[src/verilog/stbuf_pkg.sv]
`default_nettype none

package stbuf_pkg;

	// Four hardware strands share the store buffer, one entry each
	localparam int NUM_STRANDS = 4;
	localparam int STRAND_W = 2;

	// A line address is the L1 tag followed by the set index
	localparam int TAG_W = 20;
	localparam int SET_W = 6;
	localparam int ADDR_W = TAG_W + SET_W;

	// Line geometry, the byte mask carries one bit per byte of the line
	localparam int LINE_BYTES = 16;
	localparam int LINE_W = LINE_BYTES * 8;

	// Sync store status is returned in bit 0 of every word of the line
	localparam int WORD_W = 32;
	localparam int LINE_WORDS = LINE_W / WORD_W;

	// Operations the store buffer sends to L2
	typedef enum logic [2:0]
	{
		L2OP_STORE = 3'd1,
		L2OP_FLUSH = 3'd2,
		L2OP_STORE_SYNC = 3'd3
	} l2_op_e;

	// Requesting units on the L2 port, responses are routed back by this field
	typedef enum logic [1:0]
	{
		UNIT_ICACHE = 2'd0,
		UNIT_DCACHE = 2'd1,
		UNIT_STBUF = 2'd2
	} unit_e;

	// Command from the dcache pipeline, at most one of store and flush is set
	typedef struct packed
	{
		logic store;
		logic flush;
		logic synchronized;
		logic [STRAND_W-1:0] strand;
		logic [TAG_W-1:0] tag;
		logic [SET_W-1:0] set;
		logic [LINE_W-1:0] data;
		logic [LINE_BYTES-1:0] mask;
	} store_cmd_t;

	typedef struct packed
	{
		unit_e unit;
		logic [STRAND_W-1:0] strand;
		l2_op_e op;
		logic [ADDR_W-1:0] address;
		logic [LINE_W-1:0] data;
		logic [LINE_BYTES-1:0] mask;
	} l2_req_t;

	// Status carries the success flag of a synchronized store
	typedef struct packed
	{
		logic valid;
		logic status;
		unit_e unit;
		logic [STRAND_W-1:0] strand;
		logic update;
	} l2_rsp_t;

	// One pending store or flush held for a strand
	typedef struct packed
	{
		logic [TAG_W-1:0] tag;
		logic [SET_W-1:0] set;
		logic [LINE_W-1:0] data;
		logic [LINE_BYTES-1:0] mask;
		logic synchronized;
		logic flush;
	} stbuf_entry_t;

endpackage

`default_nettype wire

[src/verilog/rr_arbiter.sv]
`timescale 1ns/1ps
`default_nettype none

module rr_arbiter
(
	input wire logic clk,
	input wire logic reset,
	input wire logic [stbuf_pkg::NUM_STRANDS-1:0] request_i,
	input wire logic accept_i,
	output logic [stbuf_pkg::NUM_STRANDS-1:0] grant_oh_o
);
	import stbuf_pkg::*;

	// One-hot marker of the strand that has the highest priority
	logic [NUM_STRANDS-1:0] prio_q;
	// A grant that was not accepted is held so the L2 request stays stable
	logic hold_q;
	logic [NUM_STRANDS-1:0] held_q;
	logic [2*NUM_STRANDS-1:0] double_req;
	logic [2*NUM_STRANDS-1:0] double_grant;
	logic [NUM_STRANDS-1:0] rr_grant;

	// The subtraction finds the first requester at or above the priority marker,
	// wrapping around through the upper copy of the request vector
	always_comb
	begin
		double_req = {request_i, request_i};
		double_grant = double_req & ~(double_req - {{NUM_STRANDS{1'b0}}, prio_q});
		rr_grant = double_grant[NUM_STRANDS-1:0] | double_grant[2*NUM_STRANDS-1:NUM_STRANDS];
	end

	assign grant_oh_o = (hold_q && |(held_q & request_i)) ? held_q : rr_grant;

	always_ff @(posedge clk or posedge reset)
	begin
		if (reset)
		begin
			prio_q <= NUM_STRANDS'(1);
			hold_q <= 1'b0;
			held_q <= '0;
		end
		else
		begin
			// Move the priority just past the strand that won
			if (accept_i && |grant_oh_o)
				prio_q <= {grant_oh_o[NUM_STRANDS-2:0], grant_oh_o[NUM_STRANDS-1]};
			hold_q <= |grant_oh_o && !accept_i;
			held_q <= grant_oh_o;
		end
	end

	a_grant_onehot: assert property (@(posedge clk) disable iff (reset)
		$onehot0(grant_oh_o));

	// The buffer keeps requesting an entry until L2 takes it, so a stalled grant must not move
	a_grant_stable: assert property (@(posedge clk) disable iff (reset)
		(|grant_oh_o && !accept_i) |=> (grant_oh_o == $past(grant_oh_o)));

endmodule

`default_nettype wire

[src/verilog/store_buffer.sv]
`timescale 1ns/1ps
`default_nettype none

module store_buffer
(
	input wire logic clk,
	input wire logic reset,
	input wire stbuf_pkg::store_cmd_t cmd_i,
	input wire stbuf_pkg::l2_rsp_t l2rsp_i,
	input wire logic sync_enqueue_i,
	input wire logic sync_rollback_i,
	input wire logic [stbuf_pkg::NUM_STRANDS-1:0] resume_sync_i,
	input wire logic [stbuf_pkg::NUM_STRANDS-1:0] grant_oh_i,
	input wire logic l2req_ready_i,
	output logic [stbuf_pkg::NUM_STRANDS-1:0] request_o,
	output logic l2req_valid_o,
	output stbuf_pkg::l2_req_t l2req_o,
	output stbuf_pkg::stbuf_entry_t entries_o [stbuf_pkg::NUM_STRANDS],
	output logic [stbuf_pkg::NUM_STRANDS-1:0] valid_o,
	output logic rollback_o,
	output logic [stbuf_pkg::NUM_STRANDS-1:0] resume_strands_o,
	output logic store_update_o,
	output logic [stbuf_pkg::SET_W-1:0] store_update_set_o
);
	import stbuf_pkg::*;

	stbuf_entry_t entry_q [NUM_STRANDS];
	// Entry holds a store or flush
	logic [NUM_STRANDS-1:0] enqueued_q;
	// L2 has taken the entry and a response is due
	logic [NUM_STRANDS-1:0] acked_q;
	// Strands rolled back because their entry was occupied
	logic [NUM_STRANDS-1:0] full_wait_q;
	logic full_rollback_q;
	logic [STRAND_W-1:0] issue_idx;
	stbuf_entry_t issue_entry;
	logic rsp_hit;
	logic [NUM_STRANDS-1:0] finish_mask;
	logic complete;
	logic cmd_any;
	logic collision;
	logic strand_busy;
	logic enqueue;
	logic accept;

	// Entries still waiting to be sent to L2
	assign request_o = enqueued_q & ~acked_q;
	assign l2req_valid_o = |grant_oh_i;
	assign accept = l2req_valid_o && l2req_ready_i;

	always_comb
	begin
		issue_idx = '0;
		for (int i = 0; i < NUM_STRANDS; i++)
		begin
			if (grant_oh_i[i])
				issue_idx = STRAND_W'(i);
		end
		issue_entry = entry_q[issue_idx];
	end

	always_comb
	begin
		l2req_o.unit = UNIT_STBUF;
		l2req_o.strand = issue_idx;
		// A flush never carries the sync flag, but it wins if both were set
		if (issue_entry.flush)
			l2req_o.op = L2OP_FLUSH;
		else if (issue_entry.synchronized)
			l2req_o.op = L2OP_STORE_SYNC;
		else
			l2req_o.op = L2OP_STORE;
		l2req_o.address = {issue_entry.tag, issue_entry.set};
		l2req_o.data = issue_entry.data;
		l2req_o.mask = issue_entry.mask;
	end

	assign rsp_hit = l2rsp_i.valid && l2rsp_i.unit == UNIT_STBUF;
	assign finish_mask = rsp_hit ? (NUM_STRANDS'(1) << l2rsp_i.strand) : '0;
	assign complete = rsp_hit && enqueued_q[l2rsp_i.strand];

	// A command on a strand whose entry retires this same cycle may take the slot
	assign cmd_any = cmd_i.store || cmd_i.flush;
	assign collision = complete && cmd_any && cmd_i.strand == l2rsp_i.strand;
	assign strand_busy = enqueued_q[cmd_i.strand] && !collision;
	assign enqueue = cmd_any && !strand_busy
		&& (!(cmd_i.store && cmd_i.synchronized) || sync_enqueue_i);

	// The L1 line is refreshed from L2 data when the response says so
	assign store_update_o = complete && l2rsp_i.update;
	assign store_update_set_o = rsp_hit ? entry_q[l2rsp_i.strand].set : '0;

	assign rollback_o = full_rollback_q || sync_rollback_i;
	assign entries_o = entry_q;
	assign valid_o = enqueued_q;

	always_ff @(posedge clk or posedge reset)
	begin
		if (reset)
		begin
			for (int i = 0; i < NUM_STRANDS; i++)
				entry_q[i] <= '0;
			enqueued_q <= '0;
			acked_q <= '0;
			full_wait_q <= '0;
			full_rollback_q <= 1'b0;
			resume_strands_o <= '0;
		end
		else
		begin
			// An occupied strand is rolled back and remembered until its entry retires
			if (cmd_any && strand_busy)
			begin
				full_wait_q <= (full_wait_q & ~finish_mask) | (NUM_STRANDS'(1) << cmd_i.strand);
				full_rollback_q <= 1'b1;
			end
			else
			begin
				full_wait_q <= full_wait_q & ~finish_mask;
				full_rollback_q <= 1'b0;
			end

			// Resume lands a cycle after the response so it follows the rollback
			resume_strands_o <= (finish_mask & full_wait_q) | resume_sync_i;

			if (accept)
				acked_q[issue_idx] <= 1'b1;

			if (complete)
			begin
				enqueued_q[l2rsp_i.strand] <= 1'b0;
				acked_q[l2rsp_i.strand] <= 1'b0;
			end

			// Placed after the retire so a colliding command keeps the slot
			if (enqueue)
			begin
				entry_q[cmd_i.strand] <= '{tag: cmd_i.tag, set: cmd_i.set, data: cmd_i.data,
					mask: cmd_i.mask, synchronized: cmd_i.synchronized, flush: cmd_i.flush};
				enqueued_q[cmd_i.strand] <= 1'b1;
			end
		end
	end

	a_rsp_acked: assert property (@(posedge clk) disable iff (reset)
		rsp_hit |-> acked_q[l2rsp_i.strand]);

	a_accept_complete: assert property (@(posedge clk) disable iff (reset)
		!(accept && complete && issue_idx == l2rsp_i.strand));

endmodule

`default_nettype wire

[src/verilog/store_bypass.sv]
`timescale 1ns/1ps
`default_nettype none

module store_bypass
(
	input wire logic clk,
	input wire logic reset,
	input wire stbuf_pkg::store_cmd_t cmd_i,
	input wire logic [stbuf_pkg::STRAND_W-1:0] lookup_strand_i,
	input wire logic [stbuf_pkg::TAG_W-1:0] lookup_tag_i,
	input wire logic [stbuf_pkg::SET_W-1:0] lookup_set_i,
	input wire stbuf_pkg::stbuf_entry_t entries_i [stbuf_pkg::NUM_STRANDS],
	input wire logic [stbuf_pkg::NUM_STRANDS-1:0] valid_i,
	input wire logic [stbuf_pkg::NUM_STRANDS-1:0] sync_result_i,
	output logic [stbuf_pkg::LINE_W-1:0] data_o,
	output logic [stbuf_pkg::LINE_BYTES-1:0] mask_o
);
	import stbuf_pkg::*;

	stbuf_entry_t own_entry;
	logic hit;
	logic sync_store;
	logic [WORD_W-1:0] status_word;

	// Only the looking-up strand's own entry can supply bypass data,
	// other strands see memory order through L2
	always_comb
	begin
		own_entry = entries_i[lookup_strand_i];
		hit = valid_i[lookup_strand_i]
			&& own_entry.tag == lookup_tag_i
			&& own_entry.set == lookup_set_i;
	end

	assign sync_store = cmd_i.store && cmd_i.synchronized;

	// The success flag sits in bit 0 of each word so any load width sees it
	assign status_word = {{(WORD_W-1){1'b0}}, sync_result_i[cmd_i.strand]};

	always_ff @(posedge clk or posedge reset)
	begin
		if (reset)
		begin
			data_o <= '0;
			mask_o <= '0;
		end
		else if (sync_store)
		begin
			// A sync store returns its L2 status as if it were load data
			data_o <= {LINE_WORDS{status_word}};
			mask_o <= '1;
		end
		else if (hit)
		begin
			data_o <= own_entry.data;
			mask_o <= own_entry.mask;
		end
		else
		begin
			data_o <= '0;
			mask_o <= '0;
		end
	end

endmodule

`default_nettype wire

[src/verilog/store_subsystem_top.sv]
`timescale 1ns/1ps
`default_nettype none

module store_subsystem_top
(
	input wire logic clk,
	input wire logic reset,
	input wire stbuf_pkg::store_cmd_t cmd_i,
	input wire logic [stbuf_pkg::STRAND_W-1:0] lookup_strand_i,
	input wire logic [stbuf_pkg::TAG_W-1:0] lookup_tag_i,
	input wire logic [stbuf_pkg::SET_W-1:0] lookup_set_i,
	output logic l2req_valid_o,
	output stbuf_pkg::l2_req_t l2req_o,
	input wire logic l2req_ready_i,
	input wire stbuf_pkg::l2_rsp_t l2rsp_i,
	output logic rollback_o,
	output logic [stbuf_pkg::NUM_STRANDS-1:0] resume_strands_o,
	output logic store_update_o,
	output logic [stbuf_pkg::SET_W-1:0] store_update_set_o,
	output logic [stbuf_pkg::LINE_W-1:0] bypass_data_o,
	output logic [stbuf_pkg::LINE_BYTES-1:0] bypass_mask_o
);
	import stbuf_pkg::*;

	logic [NUM_STRANDS-1:0] request;
	logic [NUM_STRANDS-1:0] grant_oh;
	stbuf_entry_t entries [NUM_STRANDS];
	logic [NUM_STRANDS-1:0] entry_valid;
	logic sync_enqueue;
	logic sync_rollback;
	logic [NUM_STRANDS-1:0] resume_sync;
	logic [NUM_STRANDS-1:0] sync_result;

	store_buffer u_buffer
	(
		.clk(clk),
		.reset(reset),
		.cmd_i(cmd_i),
		.l2rsp_i(l2rsp_i),
		.sync_enqueue_i(sync_enqueue),
		.sync_rollback_i(sync_rollback),
		.resume_sync_i(resume_sync),
		.grant_oh_i(grant_oh),
		.l2req_ready_i(l2req_ready_i),
		.request_o(request),
		.l2req_valid_o(l2req_valid_o),
		.l2req_o(l2req_o),
		.entries_o(entries),
		.valid_o(entry_valid),
		.rollback_o(rollback_o),
		.resume_strands_o(resume_strands_o),
		.store_update_o(store_update_o),
		.store_update_set_o(store_update_set_o)
	);

	// Ready alone is enough here, the arbiter only rotates when it has a grant
	rr_arbiter u_arbiter
	(
		.clk(clk),
		.reset(reset),
		.request_i(request),
		.accept_i(l2req_ready_i),
		.grant_oh_o(grant_oh)
	);

	store_bypass u_bypass
	(
		.clk(clk),
		.reset(reset),
		.cmd_i(cmd_i),
		.lookup_strand_i(lookup_strand_i),
		.lookup_tag_i(lookup_tag_i),
		.lookup_set_i(lookup_set_i),
		.entries_i(entries),
		.valid_i(entry_valid),
		.sync_result_i(sync_result),
		.data_o(bypass_data_o),
		.mask_o(bypass_mask_o)
	);

	sync_store_tracker u_sync
	(
		.clk(clk),
		.reset(reset),
		.cmd_i(cmd_i),
		.entry_busy_i(entry_valid),
		.l2rsp_i(l2rsp_i),
		.sync_enqueue_o(sync_enqueue),
		.sync_rollback_o(sync_rollback),
		.resume_sync_o(resume_sync),
		.sync_result_o(sync_result)
	);

endmodule

`default_nettype wire

[src/verilog/sync_store_tracker.sv]
`timescale 1ns/1ps
`default_nettype none

module sync_store_tracker
(
	input wire logic clk,
	input wire logic reset,
	input wire stbuf_pkg::store_cmd_t cmd_i,
	input wire logic [stbuf_pkg::NUM_STRANDS-1:0] entry_busy_i,
	input wire stbuf_pkg::l2_rsp_t l2rsp_i,
	output logic sync_enqueue_o,
	output logic sync_rollback_o,
	output logic [stbuf_pkg::NUM_STRANDS-1:0] resume_sync_o,
	output logic [stbuf_pkg::NUM_STRANDS-1:0] sync_result_o
);
	import stbuf_pkg::*;

	// Strands whose sync store is in flight to L2
	logic [NUM_STRANDS-1:0] wait_q;
	// Strands whose sync store was answered and whose retry has not come yet
	logic [NUM_STRANDS-1:0] complete_q;
	logic [NUM_STRANDS-1:0] result_q;
	logic rsp_hit;
	logic strand_free;
	logic [NUM_STRANDS-1:0] rsp_mask;
	logic [NUM_STRANDS-1:0] req_mask;
	logic first_attempt;

	assign rsp_hit = l2rsp_i.valid && l2rsp_i.unit == UNIT_STBUF;
	assign rsp_mask = rsp_hit ? (NUM_STRANDS'(1) << l2rsp_i.strand) : '0;

	// An entry that completes in this cycle counts as free, matching the buffer's
	// collision rule, so the sync store is not dropped
	assign strand_free = !entry_busy_i[cmd_i.strand]
		|| (rsp_hit && l2rsp_i.strand == cmd_i.strand);

	assign req_mask = (cmd_i.store && cmd_i.synchronized && strand_free)
		? (NUM_STRANDS'(1) << cmd_i.strand) : '0;

	// A strand without a stored answer must go to L2 and then retry
	assign first_attempt = |(req_mask & ~complete_q);
	assign sync_enqueue_o = first_attempt;

	// The strand restarts when L2 answers its sync store
	assign resume_sync_o = rsp_mask & wait_q;
	assign sync_result_o = result_q;

	always_ff @(posedge clk or posedge reset)
	begin
		if (reset)
		begin
			wait_q <= '0;
			complete_q <= '0;
			result_q <= '0;
			sync_rollback_o <= 1'b0;
		end
		else
		begin
			// A sync store that takes a slot retiring this cycle starts a fresh wait
			wait_q <= (wait_q & ~rsp_mask) | (req_mask & ~complete_q);
			// The retry consumes the answer so the next sync store goes to L2 again
			complete_q <= (complete_q | (wait_q & rsp_mask)) & ~req_mask;
			if (|(wait_q & rsp_mask))
				result_q[l2rsp_i.strand] <= l2rsp_i.status;
			sync_rollback_o <= first_attempt;
		end
	end

	a_wait_complete_excl: assert property (@(posedge clk) disable iff (reset)
		(wait_q & complete_q) == '0);

	// A strand in wait was rolled back, so the dcache must not issue for it
	a_no_store_while_wait: assert property (@(posedge clk) disable iff (reset)
		(wait_q & req_mask) == '0);

endmodule

`default_nettype wire
[config.mk]
export PLATFORM = sky130hd
export DESIGN_NAME = store_subsystem_top
export DESIGN_NICKNAME = d
export VERILOG_FILES = /design/src/verilog/stbuf_pkg.sv /design/src/verilog/rr_arbiter.sv /design/src/verilog/store_buffer.sv /design/src/verilog/store_bypass.sv /design/src/verilog/store_subsystem_top.sv /design/src/verilog/sync_store_tracker.sv
export SDC_FILE = /design/constraint.sdc
export NUM_CORES = 2
export LEC_CHECK = 0
export BUFFER_PORTS_ARGS = -buffer_cell sky130_fd_sc_hd__buf_2
export CORE_ASPECT_RATIO = 0.5
export CORE_MARGIN = 1
export CORE_UTILIZATION = 58
export CTS_CLUSTER_DIAMETER = 50
export DETAILED_ROUTE_END_ITERATION = 8
export PLACE_DENSITY = 0.89
export RECOVER_POWER = 100
export SLEW_MARGIN = 20
export SYNTH_ARGS = -nofsm -noshare
export SYNTH_HDL_FRONTEND = slang
export SYNTH_SLANG_ARGS = --single-unit
[constraint.sdc]
create_clock -name clk -period 35.1 [get_ports clk]
set_input_delay 1.755 -clock clk [delete_from_list [all_inputs] [get_ports clk]]
set_output_delay 1.755 -clock clk [all_outputs]
set_load 0.02 [all_outputs]
-- After elaboration in Yosys (flattened, before gate mapping)
Cells that the tools add are included.
- shift-type cells: 2
- div/mod/pow operators: 0
- order comparisons: 12
- bitwise logic cells: 28
- equal/unequal tests: 5
- $mul: 0
- $add $sub $neg: 1
- multiplexer cells: 46
- reductions and logical operators: 34
- operators with widths (kind ; number):
    172-bit binary-select mux with 2-bit select ; 3
    172-bit 2-to-1 mux ; 5
    688-bit bitwise mux ; 1
    172-bit demux with 2-bit select ; 1
    152-bit 2-to-1 mux ; 2
    128-bit 2-to-1 mux ; 2
    4-bit bitwise AND ; 10
    16-bit 2-to-1 mux ; 2
    4-bit 2-to-1 mux ; 8
    4-bit bitwise OR ; 7
    1-bit logical AND ; 21
    20-bit == test ; 1
    4-bit NOT ; 5
    4-bit OR reduction ; 4
    3-bit greater-or-equal comparator, second input constant ; 4
    2-bit by 3-bit < comparator with 1-bit output, second input constant ; 4
    2-bit NOT with 3-bit output ; 4
    1-bit 2-to-1 mux ; 9
    8-bit bitwise AND ; 1
    1-bit binary-select mux with 2-bit select ; 4
    8-bit NOT ; 1
    1-bit by 2-bit << shifter with 4-bit output, first input constant ; 2
    8-bit by 4-bit subtractor with 8-bit output ; 1
    1-bit demux with 2-bit select ; 3
    other kinds (11) ; 23
- RAM bits: 0
- input port bits: 213
- memories kept: 0
- word-level logic and storage cells: 166
- output and inout port bits: 334
- latch bits: 0
- bits in registers: 871
- ROM bits: 0

-- Logic depth before layout (Yosys ltp)
- word-level depth: 18
- gate-level depth with buffers: 12
- depth with buffers taken out: 10

-- Cells and area by module
Synthesis repeated with hierarchy kept, for this count alone.
- cells, all modules: 3467
- area total of the unflattened synthesis: 43629.3 µm²
- by module, submodules not included (module ; seq. area each (µm²) ; times used ; area an instance (µm²) ; cells an instance):
    store_buffer ; 17641.9 ; 1 ; 31923.1 ; 2531
    store_bypass ; 3603.5 ; 1 ; 10353.7 ; 806
    sync_store_tracker ; 325.3 ; 1 ; 703.2 ; 63
    rr_arbiter ; 226.5 ; 1 ; 649.4 ; 67

-- Least setup slack after synthesis
OpenSTA, ideal clock, no wires.
- path type: in2out
- from: input l2rsp_i[1] (netlist name)
- to: output store_update_set_o[1] (netlist name)
- setup slack: 30167 ps
- data required time: 33345 ps
- stages: 4
- path buffers: 2
- arrival time: 3178 ps
- path through: clkbuf_1 -> clkbuf_1 -> mux4_2 -> and2_1
- longest elaborated chain between the ends: 5
- ends and longest elaborated chain (item ; RTL line ; text):
    start: declaration ; store_subsystem_top.sv:15 ; input wire stbuf_pkg::l2_rsp_t l2rsp_i,
    2-bit NOT with 3-bit output (implied by the code) ; store_buffer.sv:91 ; assign store_update_set_o = rsp_hit ? entry_q[l2rsp_i.strand].set : '0;
    172-bit binary-select mux with 2-bit select ; store_buffer.sv:91 ;
    152-bit 2-to-1 mux (implied by the code) (2 in a row) ; store_buffer.sv:91 ;
    6-bit 2-to-1 mux ; store_buffer.sv:91 ;
    end: declaration ; store_subsystem_top.sv:19 ; output logic [stbuf_pkg::SET_W-1:0] store_update_set_o,
Every way passes these cells. The select of a mux whose other input is x is not followed.

-- Final worst setup path
- from: input lookup_strand_i[0] (netlist name)
- to: register u_bypass.data_o[32] (netlist name)
- longest elaborated chain between the ends: 9
- elaborated cells on any way between the ends: 12
- classes of those cells: 2 x eq/ne; 7 x mux; 1 x bitwise; 2 x reduce/logical
- ends and longest elaborated chain (item ; RTL line ; text):
    start: declaration ; store_subsystem_top.sv:9 ; input wire logic [stbuf_pkg::STRAND_W-1:0] lookup_strand_i,
    2-bit NOT with 3-bit output (implied by the code) ; store_bypass.sv:29 ; own_entry = entries_i[lookup_strand_i];
    172-bit binary-select mux with 2-bit select ; store_bypass.sv:29 ;
    172-bit 2-to-1 mux (implied by the code) (2 in a row) ; store_bypass.sv:29 ;
    20-bit == test ; store_bypass.sv:31 ; && own_entry.tag == lookup_tag_i
    1-bit logical AND ; store_bypass.sv:31 ;
    1-bit logical AND ; store_bypass.sv:32 ; && own_entry.set == lookup_set_i;
    128-bit 2-to-1 mux (*) ; store_bypass.sv:53 ; else if (hit)
    128-bit 2-to-1 mux (*) ; store_bypass.sv:47 ; else if (sync_store)
    end signal: assignment ; store_bypass.sv:50 ; data_o <= {LINE_WORDS{status_word}};
    end signal: assignment ; store_bypass.sv:55 ; data_o <= own_entry.data;
    end: declaration ; store_bypass.sv:15 ; output logic [stbuf_pkg::LINE_W-1:0] data_o,
Mark *: on every way between the ends. The rest lies on a longest branch, timed or not. The select of a mux whose other input is x is not followed.
A chain may end at the register's enable or synchronous reset.

==> impl_metrics.env <==
export IMPL_combPwrFrac_pct=51.1
export IMPL_area_growth_syn_to_layout_pct=12.93
export IMPL_post_place_ws_ns=27.55
export IMPL_io_pins=547
export IMPL_synthSimpleGateAreaFrac_pct=6.967
export IMPL_grt_use_total_pct=32.90
export IMPL_max_slew_margin_rel_pct=-619.7
export IMPL_switching_share_pct=43.65
export IMPL_grt_ovfl_total=0
export IMPL_cts_sink_count=871
export IMPL_synth_edf_count=0
export IMPL_p_per_area_nw_per_um2=115.8
export IMPL_hold_buffers=0
export IMPL_cts_resized=0
export IMPL_synthAdderAreaFrac_pct=0.1035
export IMPL_worstPathArrival_ns=17.82
export IMPL_clk_pin_slew_worst_paths_ns=0.07
export IMPL_grt_util_met1_pct=41.28
export IMPL_hold_class="flip-flop to flip-flop"
export IMPL_grt_pass1_wl_um=181000
export IMPL_rows=68
export IMPL_cts_max_path_buffers=3
export IMPL_syn_area_per_cell_um2=13.39
export IMPL_final_min_clock_period_ns=17.50
export IMPL_die_h_um=190.2
export IMPL_core_um2=69510
export IMPL_synth_area_mux_share_pct=28.96
export IMPL_htree_levels=3
export IMPL_drc=0
export IMPL_setup_viol=0
export IMPL_worst_ep_required_time_ns=35.42
export IMPL_drt_iter0_drc=3861
export IMPL_grt_pass1_vias=30410
export IMPL_worstPathMaxFanout=78
export IMPL_initial_core_util_pct=59.11
export IMPL_fin_total_pwr_uw=5375
export IMPL_cts_tree="built"
export IMPL_ant_nets=0
export IMPL_layout_drive_gt1_share_pct=34.84
export IMPL_start_kind="input port"
export IMPL_fp_dieW_um=378.4
export IMPL_internal_power_uw=3029
export IMPL_synth_area_um2=41090
export IMPL_antenna_found_initial=45
export IMPL_tightest_slew_ns=10.80
export IMPL_synthArstFlopShare_pct=100.0
export IMPL_synth_distinct_cells=63
export IMPL_insertion_delay_ns=0.64
export IMPL_maxSlewViolCount=2576
export IMPL_vdd_ir_drop_worst_v=0.0001364
export IMPL_power_switching_uw=2347
export IMPL_fmax_mhz=57.14
export IMPL_viasPerCell=6.586
export IMPL_holdWs_ns=0.4862
export IMPL_fillerInstances=4794
export IMPL_yosys_warnings=0
export IMPL_drt_total_wl_um=119500
export IMPL_rsz0062_at_grt="false"
export IMPL_synth_seq_cells=871
export IMPL_root_buffer="clkbuf_16"
export IMPL_met3_usage_pct=5.569
export IMPL_grt_busiest_layer="met2"
export IMPL_syn_inst=3068
export IMPL_fin_tns_setup_ns=0
export IMPL_cts_setup_buffers=0
export IMPL_die_area_um2=71980
export IMPL_synth_compound_area_share_pct=7.391
export IMPL_cap_viol_max_count=34
export IMPL_hold_viol=0
export IMPL_seq_power_share_pct=32.8
export IMPL_grt_max_degree=186
export IMPL_status="finished with violations"
export IMPL_io_buffers=543
export IMPL_power_leakage_uw=0.01961
export IMPL_gr_usage_met2_pct=51.42
export IMPL_dr_pass1_iters=6
export IMPL_vias=29760
export IMPL_fin_ws_ns=17.60
export IMPL_violations="capacitance limit, slew limit"
export IMPL_seq_area_frac_synth_pct=53.05
export IMPL_clkPwrFrac_pct=16.1
export IMPL_cp_end_kind="flip-flop"
export IMPL_fin_skew_ns=0.02807
export IMPL_ys_flop_type="dfrtp_1"
export IMPL_cts_buffers=75
export IMPL_synth_xor_area_share_pct=0.6395
export IMPL_gp_congestion=0.8690
export IMPL_nets=3684
export IMPL_place_hpwl_um=70730
export IMPL_worstSetupPathType="input port to flip-flop"
export IMPL_wl_per_cell_um=26.44
export IMPL_period_share_pct=49.86
export IMPL_synth_top_family_by_area="multiplexers"
## cells in the mapped netlist (all sizes together), types with 2 or more instances
library cell	instances	area share, %
xnor2	17	0.36
mux2i	2	0.049
clkbuf	205	1.9
nand3b	6	0.11
conb	2	0.018
nand2	202	1.8
dfrtp	870	53
a31oi	2	0.030
buf	52	0.69
maj3	3	0.073
o32ai	2	0.043
o21a	2	0.037
mux2	693	19
or3	2	0.030
nand2b	9	0.16
o31ai	2	0.037
or2	4	0.061
nor4	4	0.061
xor2	13	0.28
nor3	6	0.073
and2	9	0.14
nor2	27	0.25
nand3	175	2.1
nor2b	128	1.9
nand4	8	0.12
a221o	170	4.1
o21ai	29	0.36
a311oi	2	0.043
a22o	4	0.085
a21oi	180	2.2
inv	33	0.30
mux4	181	9.9
## kinds of logic (layout without fill, tap and decap cells)
kind of cell    Yosys count  in the layout
xor+xnor                 30             30
fa+ha+maj                 4              4
compound gates          413            413
other cells               2             46
simple gates            582            582
flops                   871            871
mux                     876            876
buf+inv                 290            751
## placed cells by master (no fill, tap or decap), drive strengths merged, types with 3 or more instances in the layout
cell and count:
dfrtp 870, mux2 693, clkbuf 468, buf 228
nand2 202, mux4 181, a21oi 180, nand3 175
a221o 170, nor2b 128, diode 43, inv 32
o21ai 29, nor2 27, xnor2 17, clkinv 14
xor2 13, nand2b 9, and2 9, nand4 8
nand3b 6, nor3 6, clkinvlp 6, nor4 4
a22o 4, or2 4, maj3 3, conb 3
bufinv 3
## cell type report
| cell class | count | area [um^2] | area share, % |
|---|---|---|---|
| flip-flops and latches | 871 | 21800 | 46.98 |
| multi-input cells | 1908 | 18140 | 39.09 |
| clock buffers | 115 | 2330 | 5.021 |
| repair buffers | 581 | 2495 | 5.377 |
| clock inverters | 22 | 224.0 | 0.4827 |
| well taps | 945 | 1182 | 2.548 |
| diodes | 43 | 107.6 | 0.2319 |
| inverters | 33 | 128.9 | 0.2777 |
## power by group through the flow
| stage | combinational, uW | clock [uW] | sequential, uW |
|---|---|---|---|
| after floorplan | 1890 | 0 | 1650 |
| after CTS | 2700 | 870 | 1750 |
| final | 2740 | 865 | 1760 |
| after global routing | 2860 | 911 | 1810 |
| after global placement | 2620 | 0 | 1710 |
| after detailed placement | 2670 | 0 | 1750 |
## worst max-delay path, cell delays in order
cell	delay, ns
clkbuf_1	3.02
clkbuf_1	2.69
clkbuf_1	2.81
mux4_2	0.77
xnor2_1	0.16
nand4_1	0.11
nor4_1	0.06
nand4_1	0.44
nand2b_1	2.07
clkbuf_1	3.30
o21ai_0	0.49
## sequential cells by signal (all words and copies together) (netlist names), 4 cells and up
signal	cells
u_buffer.entries_o	688
u_bypass.data_o	128
u_bypass.mask_o	16
u_arbiter.held_q	4
u_arbiter.prio_q	4
u_buffer.acked_q	4
u_buffer.full_wait_q	4
u_buffer.resume_strands_o	4
u_buffer.valid_o	4
u_sync.complete_q	4
u_sync.sync_result_o	4
u_sync.wait_q	4
## path summary, 6_finish.rpt
path	from	end	slack (ns)	cells after the start
worst min-delay path	u_buffer.full_wait_q[2]$_DFF_PP0_	u_buffer.full_wait_q[2]$_DFF_PP0_	0.49	2
min in group asynchronous	reset	u_arbiter.prio_q[1]$_DFFE_PP0N_	1.43	2
worst max-delay path	lookup_strand_i[0]	u_bypass.data_o[32]$_DFF_PP0_	17.60	11
worst min register to register	u_buffer.full_wait_q[2]$_DFF_PP0_	u_buffer.full_wait_q[2]$_DFF_PP0_	0.49	2
worst max register to register	u_buffer.valid_o[2]$_DFF_PP0_	u_arbiter.prio_q[3]$_DFFE_PP0N_	21.00	8
max in group asynchronous	reset	u_buffer.entries_o[564]$_DFFE_PP0P_	17.90	6
## metrics by stage
step	area, um^2	utilization, %	cells
after global placement	44350	63.80	4337
after global routing	46400	66.75	4518
final	46400	66.75	4518
after floorplan	41090	-	3069
after CTS	46900	67.47	4474
after detailed placement	44350	63.80	4337
## metal layers
metal | vias to the layer above | wire length (um)
met4 | 2 | 10200
met5 | - | 13
met1 | 15270 | 42340
met3 | 518 | 8896
li1 | 12230 | -
met2 | 1732 | 58010
(Power assumes the default switching activity.)
